[src/rtl/dcache_pkg.sv]
`default_nettype none

package dcache_pkg;

    // Width of a data word and of a byte address
    localparam int WORD_W = 32;

    // One 32-bit word as stored in the cache and in memory
    typedef logic [WORD_W-1:0] data_word_t;

    // Per-line status bits
    // A line is dirty only while it is also valid
    typedef struct packed {
        logic valid;
        logic dirty;
    } status_t;

    // Field enables toward the storage array
    // Setting all three bits addresses the whole entry
    typedef struct packed {
        logic tag;
        logic status;
        logic data;
    } data_enable_t;

    // Request presented by the core together with its strobe
    // The address is a byte address of an aligned word, so bits 1:0 are ignored
    typedef struct packed {
        logic       write;
        data_word_t addr;
        data_word_t wdata;
    } core_req_t;

    // Load channel toward memory, one pulse per block fill
    // The address is always the base of the block
    typedef struct packed {
        logic       req;
        data_word_t addr;
    } load_req_t;

    // Load channel from memory, one valid pulse per returned word
    typedef struct packed {
        logic       valid;
        data_word_t data;
    } load_rsp_t;

    // Store channel toward memory, one pulse per written back word
    typedef struct packed {
        logic       req;
        data_word_t addr;
        data_word_t data;
    } store_req_t;

endpackage : dcache_pkg

`default_nettype wire

[src/rtl/access_controller.sv]
`default_nettype none

module access_controller
    import dcache_pkg::*;
#(
    // Words per block as a power of two, at least 1
    parameter int OFFSET = 2,
    // Lines in the cache as a power of two
    parameter int INDEX  = 4
) (
    input  wire logic                          clk_i,
    input  wire logic                          rst_n_i,

    // Core side
    input  wire logic                          req_i,
    input  wire core_req_t                     req_data_i,
    output logic                               ready_o,
    output data_word_t                         rdata_o,
    output logic                               valid_o,

    // Memory channels
    output load_req_t                          load_req_o,
    input  wire load_rsp_t                     load_rsp_i,
    output store_req_t                         store_req_o,
    input  wire logic                          store_done_i,

    // Array results, valid one cycle after a read enable
    input  wire logic                          arr_hit_i,
    input  wire logic                          arr_dirty_i,
    input  wire logic [30-INDEX-OFFSET-1:0]    arr_tag_i,
    input  wire data_word_t                    arr_data_i,

    // Array commands
    output data_word_t                         arr_addr_o,
    output data_enable_t                       arr_read_o,
    output data_enable_t                       arr_write_o,
    output data_word_t                         arr_wdata_o,
    output status_t                            arr_status_o
);

    localparam int TAG_W = 30 - INDEX - OFFSET;

    typedef struct packed {
        logic [TAG_W-1:0]  tag;
        logic [INDEX-1:0]  index;
        logic [OFFSET-1:0] offset;
        logic [1:0]        align;
    } addr_fields_t;

    typedef enum logic [1:0] {IDLE, OUTCOME, WRITE_BACK, ALLOCATE} state_t;

    state_t            state_q, state_d;
    logic [OFFSET:0]   count_q, count_d;
    data_word_t        saved_q, saved_d;
    core_req_t         req_q;
    addr_fields_t      req_addr;
    logic              load_strobe;
    logic              store_strobe;
    logic              store_word;
    logic [OFFSET-1:0] wb_word;

    assign req_addr = req_q.addr;

    // Write-back reads run one word ahead, so the word on the store channel
    // is the one before the counter
    assign wb_word = count_q[OFFSET-1:0] - 1'b1;

    // During a store miss the fill word at the requested offset is replaced
    assign store_word = req_q.write && (count_q[OFFSET-1:0] == req_addr.offset);

    always_ff @(posedge clk_i) begin
        if (!rst_n_i) begin
            state_q <= IDLE;
            count_q <= '0;
        end else begin
            state_q <= state_d;
            count_q <= count_d;
        end
    end

    // The request is only taken while idle and then held for the whole access
    always_ff @(posedge clk_i) begin
        saved_q <= saved_d;
        if (ready_o && req_i) begin
            req_q <= req_data_i;
        end
    end

    always_comb begin
        state_d      = state_q;
        count_d      = count_q;
        saved_d      = saved_q;
        load_strobe  = 1'b0;
        store_strobe = 1'b0;
        arr_read_o   = '0;
        arr_write_o  = '0;
        arr_addr_o   = {req_addr.tag, req_addr.index, count_q[OFFSET-1:0], 2'b00};
        arr_wdata_o  = '0;
        arr_status_o = '0;
        rdata_o      = '0;
        valid_o      = 1'b0;

        case (state_q)
            // Probe the whole entry as soon as a request shows up
            IDLE: begin
                arr_addr_o = req_data_i.addr;
                count_d    = '0;
                if (req_i) begin
                    arr_read_o = '1;
                    state_d    = OUTCOME;
                end
            end

            // The probe result is on the array outputs now
            OUTCOME: begin
                if (arr_hit_i) begin
                    valid_o = 1'b1;
                    state_d = IDLE;
                    if (req_q.write) begin
                        // Store hit updates the word and marks the line dirty
                        arr_addr_o         = req_q.addr;
                        arr_write_o.status = 1'b1;
                        arr_write_o.data   = 1'b1;
                        arr_wdata_o        = req_q.wdata;
                        arr_status_o       = '{valid: 1'b1, dirty: 1'b1};
                    end else begin
                        rdata_o = arr_data_i;
                    end
                end else if (arr_dirty_i) begin
                    // Old block must go first, starting with its base word
                    arr_read_o.data = 1'b1;
                    arr_addr_o = {arr_tag_i, req_addr.index, {OFFSET{1'b0}}, 2'b00};
                    count_d    = {{OFFSET{1'b0}}, 1'b1};
                    state_d    = WRITE_BACK;
                end else begin
                    load_strobe = 1'b1;
                    state_d     = ALLOCATE;
                end
            end

            // Stored tag stays on the array outputs since only data is read here
            WRITE_BACK: begin
                arr_addr_o = {arr_tag_i, req_addr.index, count_q[OFFSET-1:0], 2'b00};
                if (store_done_i) begin
                    // Memory holds the old block and the fill request follows next cycle
                    count_d = {1'b1, {OFFSET{1'b0}}};
                    state_d = ALLOCATE;
                end else if (!count_q[OFFSET] && (count_q[OFFSET-1:0] != '0)) begin
                    // Read the next word while the previous one goes out
                    arr_read_o.data = 1'b1;
                    store_strobe    = 1'b1;
                    count_d         = count_q + 1'b1;
                end else if (count_q[OFFSET] && (count_q[OFFSET-1:0] == '0)) begin
                    // Last word of the block, nothing left to read
                    store_strobe = 1'b1;
                    count_d      = count_q + 1'b1;
                end
            end

            // Words arrive in ascending order with arbitrary gaps
            ALLOCATE: begin
                if (count_q[OFFSET]) begin
                    // After a write-back the fill has not been requested yet
                    load_strobe = 1'b1;
                    count_d     = '0;
                end else if (load_rsp_i.valid) begin
                    count_d          = count_q + 1'b1;
                    arr_write_o.data = 1'b1;
                    arr_wdata_o      = store_word ? req_q.wdata : load_rsp_i.data;

                    // First word brings the new tag, line is valid and clean
                    if (count_q[OFFSET-1:0] == '0) begin
                        arr_write_o  = '1;
                        arr_status_o = '{valid: 1'b1, dirty: 1'b0};
                    end

                    // The last word closes the fill, a store leaves it dirty
                    if (count_q[OFFSET-1:0] == '1) begin
                        arr_write_o.status = 1'b1;
                        arr_status_o       = '{valid: 1'b1, dirty: req_q.write};
                        valid_o            = 1'b1;
                        state_d            = IDLE;
                        // The last word itself may be the one that was asked for
                        rdata_o = (req_addr.offset == '1) ? load_rsp_i.data : saved_q;
                    end

                    if (count_q[OFFSET-1:0] == req_addr.offset) begin
                        saved_d = load_rsp_i.data;
                    end
                end
            end

            default: begin
                state_d = IDLE;
            end
        endcase
    end

    assign ready_o = (state_q == IDLE);

    assign load_req_o = '{
        req:  load_strobe,
        addr: {req_addr.tag, req_addr.index, {OFFSET{1'b0}}, 2'b00}
    };

    assign store_req_o = '{
        req:  store_strobe,
        addr: {arr_tag_i, req_addr.index, wb_word, 2'b00},
        data: arr_data_i
    };

    // Only one memory channel is active in any cycle
    a_one_channel: assert property (
        @(posedge clk_i) disable iff (!rst_n_i)
        !(load_req_o.req && store_req_o.req)
    );

    // Completion is only signalled for an accepted request
    a_no_valid_idle: assert property (
        @(posedge clk_i) disable iff (!rst_n_i)
        (state_q == IDLE) |-> !valid_o
    );

endmodule : access_controller

`default_nettype wire

[src/rtl/cache_array.sv]
`default_nettype none

module cache_array
    import dcache_pkg::*;
#(
    // Words per block as a power of two
    parameter int OFFSET = 2,
    // Lines in the cache as a power of two
    parameter int INDEX  = 4
) (
    input  wire logic                          clk_i,
    input  wire logic                          rst_n_i,

    // Shared address for reads and writes
    input  wire data_word_t                    addr_i,
    input  wire data_enable_t                  read_i,
    input  wire data_enable_t                  write_i,
    input  wire data_word_t                    wdata_i,
    input  wire status_t                       wstatus_i,

    // Registered read results
    output logic                               hit_o,
    output logic                               dirty_o,
    output logic [30-INDEX-OFFSET-1:0]         tag_o,
    output data_word_t                         rdata_o
);

    localparam int TAG_W = 30 - INDEX - OFFSET;
    localparam int LINES = 2 ** INDEX;
    localparam int WORDS = 2 ** (INDEX + OFFSET);

    // Storage, one tag and status pair per line and one word per slot
    logic [TAG_W-1:0] tag_mem    [LINES];
    status_t          status_mem [LINES];
    data_word_t       data_mem   [WORDS];

    // Address fields
    logic [TAG_W-1:0]        addr_tag;
    logic [INDEX-1:0]        addr_index;
    logic [INDEX+OFFSET-1:0] addr_word;

    // Read side registers
    logic [TAG_W-1:0] tag_q;
    logic [TAG_W-1:0] req_tag_q;
    status_t          status_q;
    data_word_t       data_q;

    // Bits 1:0 select a byte and are not used by a word cache
    assign addr_tag   = addr_i[WORD_W-1 -: TAG_W];
    assign addr_index = addr_i[2+OFFSET +: INDEX];
    assign addr_word  = addr_i[2 +: INDEX+OFFSET];

    // Status bits start out cleared so every line is invalid after reset
    always_ff @(posedge clk_i) begin
        if (!rst_n_i) begin
            for (int i = 0; i < LINES; i++) begin
                status_mem[i] <= '0;
            end
        end else if (write_i.status) begin
            status_mem[addr_index] <= wstatus_i;
        end
    end

    // Tags and data words carry no reset
    always_ff @(posedge clk_i) begin
        if (write_i.tag) begin
            tag_mem[addr_index] <= addr_tag;
        end
        if (write_i.data) begin
            data_mem[addr_word] <= wdata_i;
        end
    end

    // The status output register is reset so that hit and dirty start low
    always_ff @(posedge clk_i) begin
        if (!rst_n_i) begin
            status_q <= '0;
        end else if (read_i.status) begin
            status_q <= status_mem[addr_index];
        end
    end

    // Tag and data reads land one cycle after the enable
    always_ff @(posedge clk_i) begin
        if (read_i.tag) begin
            tag_q     <= tag_mem[addr_index];
            // Keep the requested tag so the compare lines up with the stored one
            req_tag_q <= addr_tag;
        end
        if (read_i.data) begin
            data_q <= data_mem[addr_word];
        end
    end

    // A hit needs a valid line whose tag matches the tag that was asked for
    assign hit_o   = status_q.valid && (tag_q == req_tag_q);
    assign dirty_o = status_q.dirty;
    assign tag_o   = tag_q;
    assign rdata_o = data_q;

    // The controller never updates an entry while it probes its metadata
    a_no_write_on_probe: assert property (
        @(posedge clk_i) disable iff (!rst_n_i)
        (read_i.tag || read_i.status) |-> (write_i == '0)
    );

endmodule : cache_array

`default_nettype wire

[src/rtl/dcache_top.sv]
`default_nettype none

module dcache_top
    import dcache_pkg::*;
#(
    // Four words per block
    parameter int OFFSET = 2,
    // Sixteen lines
    parameter int INDEX  = 4
) (
    input  wire logic        clk_i,
    input  wire logic        rst_n_i,

    // Core side
    input  wire logic        req_i,
    input  wire core_req_t   req_data_i,
    output logic             ready_o,
    output data_word_t       rdata_o,
    output logic             valid_o,

    // Memory side
    output load_req_t        load_req_o,
    input  wire load_rsp_t   load_rsp_i,
    output store_req_t       store_req_o,
    input  wire logic        store_done_i
);

    localparam int TAG_W = 30 - INDEX - OFFSET;

    // Controller to array
    data_word_t   arr_addr;
    data_enable_t arr_read;
    data_enable_t arr_write;
    data_word_t   arr_wdata;
    status_t      arr_status;

    // Array to controller
    logic             arr_hit;
    logic             arr_dirty;
    logic [TAG_W-1:0] arr_tag;
    data_word_t       arr_data;

    access_controller #(
        .OFFSET (OFFSET),
        .INDEX  (INDEX)
    ) u_ctrl (
        .clk_i        (clk_i),
        .rst_n_i      (rst_n_i),
        .req_i        (req_i),
        .req_data_i   (req_data_i),
        .ready_o      (ready_o),
        .rdata_o      (rdata_o),
        .valid_o      (valid_o),
        .load_req_o   (load_req_o),
        .load_rsp_i   (load_rsp_i),
        .store_req_o  (store_req_o),
        .store_done_i (store_done_i),
        .arr_hit_i    (arr_hit),
        .arr_dirty_i  (arr_dirty),
        .arr_tag_i    (arr_tag),
        .arr_data_i   (arr_data),
        .arr_addr_o   (arr_addr),
        .arr_read_o   (arr_read),
        .arr_write_o  (arr_write),
        .arr_wdata_o  (arr_wdata),
        .arr_status_o (arr_status)
    );

    cache_array #(
        .OFFSET (OFFSET),
        .INDEX  (INDEX)
    ) u_array (
        .clk_i     (clk_i),
        .rst_n_i   (rst_n_i),
        .addr_i    (arr_addr),
        .read_i    (arr_read),
        .write_i   (arr_write),
        .wdata_i   (arr_wdata),
        .wstatus_i (arr_status),
        .hit_o     (arr_hit),
        .dirty_o   (arr_dirty),
        .tag_o     (arr_tag),
        .rdata_o   (arr_data)
    );

endmodule : dcache_top

`default_nettype wire

[config.mk]
export PLATFORM = sky130hd
export DESIGN_NAME = dcache_top
export DESIGN_NICKNAME = d
export VERILOG_FILES = /design/src/rtl/dcache_pkg.sv /design/src/rtl/access_controller.sv /design/src/rtl/cache_array.sv /design/src/rtl/dcache_top.sv
export SDC_FILE = /design/constraint.sdc
export NUM_CORES = 2
export LEC_CHECK = 0
export BUFFER_PORTS_ARGS = -buffer_cell sky130_fd_sc_hd__buf_2
export CAP_MARGIN = 0
export CORE_MARGIN = 1.5
export CORE_UTILIZATION = 62
export CTS_CLUSTER_DIAMETER = 40
export DETAILED_ROUTE_END_ITERATION = 12
export PLACE_DENSITY = 0.79
export SYNTH_ARGS = -nofsm -noshare
export SYNTH_HDL_FRONTEND = slang
export SYNTH_HIERARCHICAL = 1
export SYNTH_SLANG_ARGS = --single-unit
[constraint.sdc]
create_clock -name clk_i -period 7.2 [get_ports clk_i]
set_input_delay 0.72 -clock clk_i [delete_from_list [all_inputs] [get_ports clk_i]]
set_output_delay 0.72 -clock clk_i [all_outputs]
set_load 0.03 [all_outputs]
==> metrics.cfg <==
[outcome]
status=complete, no violations

[drt]
ant_nets=0
first_pass_iters=7
route.detailed.drc=0
drt-initial-drc-count=9463
wire_per_inst_um=39.8
dr_total_vias=53800
wl_um=290000
routed_via_density=7.37

[setup_path]
cp.required_ps=7850
start_kind=flip-flop
rr_worst_depth=14
setup.worst_path.end=u_array/rdata_o[10]
reg2reg_from=u_array/tag_o[22]
setup.worst_path.class=flip-flop to flip-flop
crit_arrival_ps=6990
endpoint_kind=flip-flop
cp_max_fo=41
r2r_end=u_array/rdata_o[10]
startpoint=u_array/tag_o[22]
r2r_slack_ps=850

[grt]
top_usage_layer=met2
use_met1_pct=44.4
antenna_found_initial=14
grt_pass1_wl_um=406000
grt_pass1_vias=54600
grtUsageTotal_pct=35.5
use_met3_pct=9.07
grt-ovfl-total=0
grtUsageMet2_pct=56.9
grt_max_degree=117

[sta]
period_needed_ps=6350
max_freq_mhz=158
slew_viol_final=0
finalHoldViolations=0
setup_tns_ps=0
setup_viol=0
finalCritPeriodShare_pct=88.2
rsz0062_at_grt=no
slew_headroom_pct=6.78
tightest_slew_ps=1400
fin_skew_ps=64.1

[floorplan]
die_w_um=407
die-area_mm2=0.166
ios=234
start_util_pct=62.3
die_h_um=407
core_area_mm2=0.162
rows=148

[cells_and_area]
nets=4999
drive_above_1_share_pct=31.4
stdcell_count=7291
fin_area_mm2=0.116
syn_to_final_growth_pct=14.4

[placed_design]
port_buffers=225
hpwl_um=138000
place.gp.congestion=0.830
placed_cell_area_mm2=0.105
dp.cells=6679

[pwr]
worst_ir_drop_vdd_uv=245
power_density_mw_per_mm2=306
p_leak_nw=32.7
power.total_w=0.0355

[clock_network]
clk_root_buffer_cell=clkbuf_16
holdBufCountCts=88
clock_latency_ps=930
clock_path_buffers=4
cts_resized=0
cts_made_buffers=299
cts-htree-levels=5
cts_tree=yes
cts_sinks=2646
clk_pin_slew_worst_paths_ps=60
post_cts_buffers=0

[synth]
postSynthCellCount=4471
syn_area_per_cell_um2=22.6
ys_warn_count=6
synth_area_mm2=0.101

[worst_hold_path]
hold_path_class=input port to flip-flop

[job]
drv_cap=0

[report_power, final]
group          leakage, nW  internal, W  total, W  switching [W]
clock                 4.64      0.00868    0.0150        0.00631
sequential            20.6       0.0171    0.0173       0.000198
combinational         7.42      0.00117   0.00316        0.00199
[registers in the layout, summed over array words and instances, names as in the netlist, named ones only]
register	count
u_array/data_mem	2048
u_array/dirty_o	1
u_array/rdata_o	32
u_array/req_tag_q	24
u_array/status_mem	32
u_array/status_q	1
u_array/tag_mem	384
u_array/tag_o	24
u_ctrl/count_q	3
u_ctrl/req_addr	30
u_ctrl/req_q	33
u_ctrl/saved_q	32
u_ctrl/state_q	1
[area by class of cell]
cell class | instances | area [um^2]
Antenna cell | 9 | 22.5
Clock buffer | 349 | 7870
Clock inverter | 166 | 1610
Fill cell | 8433 | 46600
Inverter | 11 | 41.3
Multi-Input combinational cell | 1472 | 20800
Sequential cell | 2646 | 79400
Tap cell | 2175 | 2720
Timing Repair Buffer | 463 | 3360
[metrics by stage]
stage / worst slack, ps / util (%) / hold WS [ps]
3_3_place_gp: 1270 / 64.9 / 530
3_5_place_dp: 1160 / 64.9 / 540
4_1_cts: 951 / 71.3 / 2.84
5_1_grt: 759 / 71.3 / 16.9
2_1_floorplan: 2010 / - / 494
6_report: 852 / 71.3 / 44.2
[how the worst min path moves through the flow]
stage | slack, ps | depth (start not counted) | end | startpoint
5_1_grt | 20 | 1 | u_ctrl/saved_q[6] | load_rsp_i[6]
3_5_place_dp | 540 | 2 | u_ctrl/count_q[1] | u_ctrl/count_q[1]
4_1_cts | 3 | 1 | u_ctrl/saved_q[6] | load_rsp_i[6]
6_report | 40 | 1 | u_ctrl/saved_q[23] | load_rsp_i[23]
3_3_place_gp | 530 | 2 | u_ctrl/count_q[1] | u_ctrl/count_q[1]
2_1_floorplan | 490 | 2 | u_ctrl/count_q[1] | u_ctrl/count_q[1]
[metal layers]
| metal | vias to the layer above | share of wire (%) |
|---|---|---|
| met3 | 1170 | 14 |
| met2 | 5356 | 48 |
| met1 | 27400 | 31 |
| met5 | - | 0.030 |
| met4 | 6 | 7.1 |
| li1 | 19800 | - |
[cell usage in the layout (no fill, tap or decap), types with 13 or more instances in the layout]
master	count
bufinv_16	22
buf_4	132
or2_1	30
a22o_2	32
o21ai_0	48
buf_12	18
dlygate4sd3_1	88
a22o_1	26
a21o_1	25
nor2_1	43
xor2_1	15
clkbuf_1	40
nand2_1	53
buf_2	225
nand4_1	68
clkinvlp_4	13
mux2i_1	36
clkbuf_16	308
mux4_2	640
clkinv_4	21
clkinv_2	42
a22oi_1	252
clkinv_1	34
inv_6	22
nor2_4	70
edfxtp_1	2639
[worst max-delay path, stage by stage (launching register included)]
cell,delay (ps)
edfxtp_1,450
xor2_1,210
nor4_1,460
nand3_1,140
nor4_1,830
and2b_1,340
a21oi_1,160
a21oi_1,200
o21ai_4,570
buf_12,390
buf_12,310
mux4_2,590
a22oi_1,330
nand4_1,540
or2_1,440
Power figures use the tool's default switching activity.
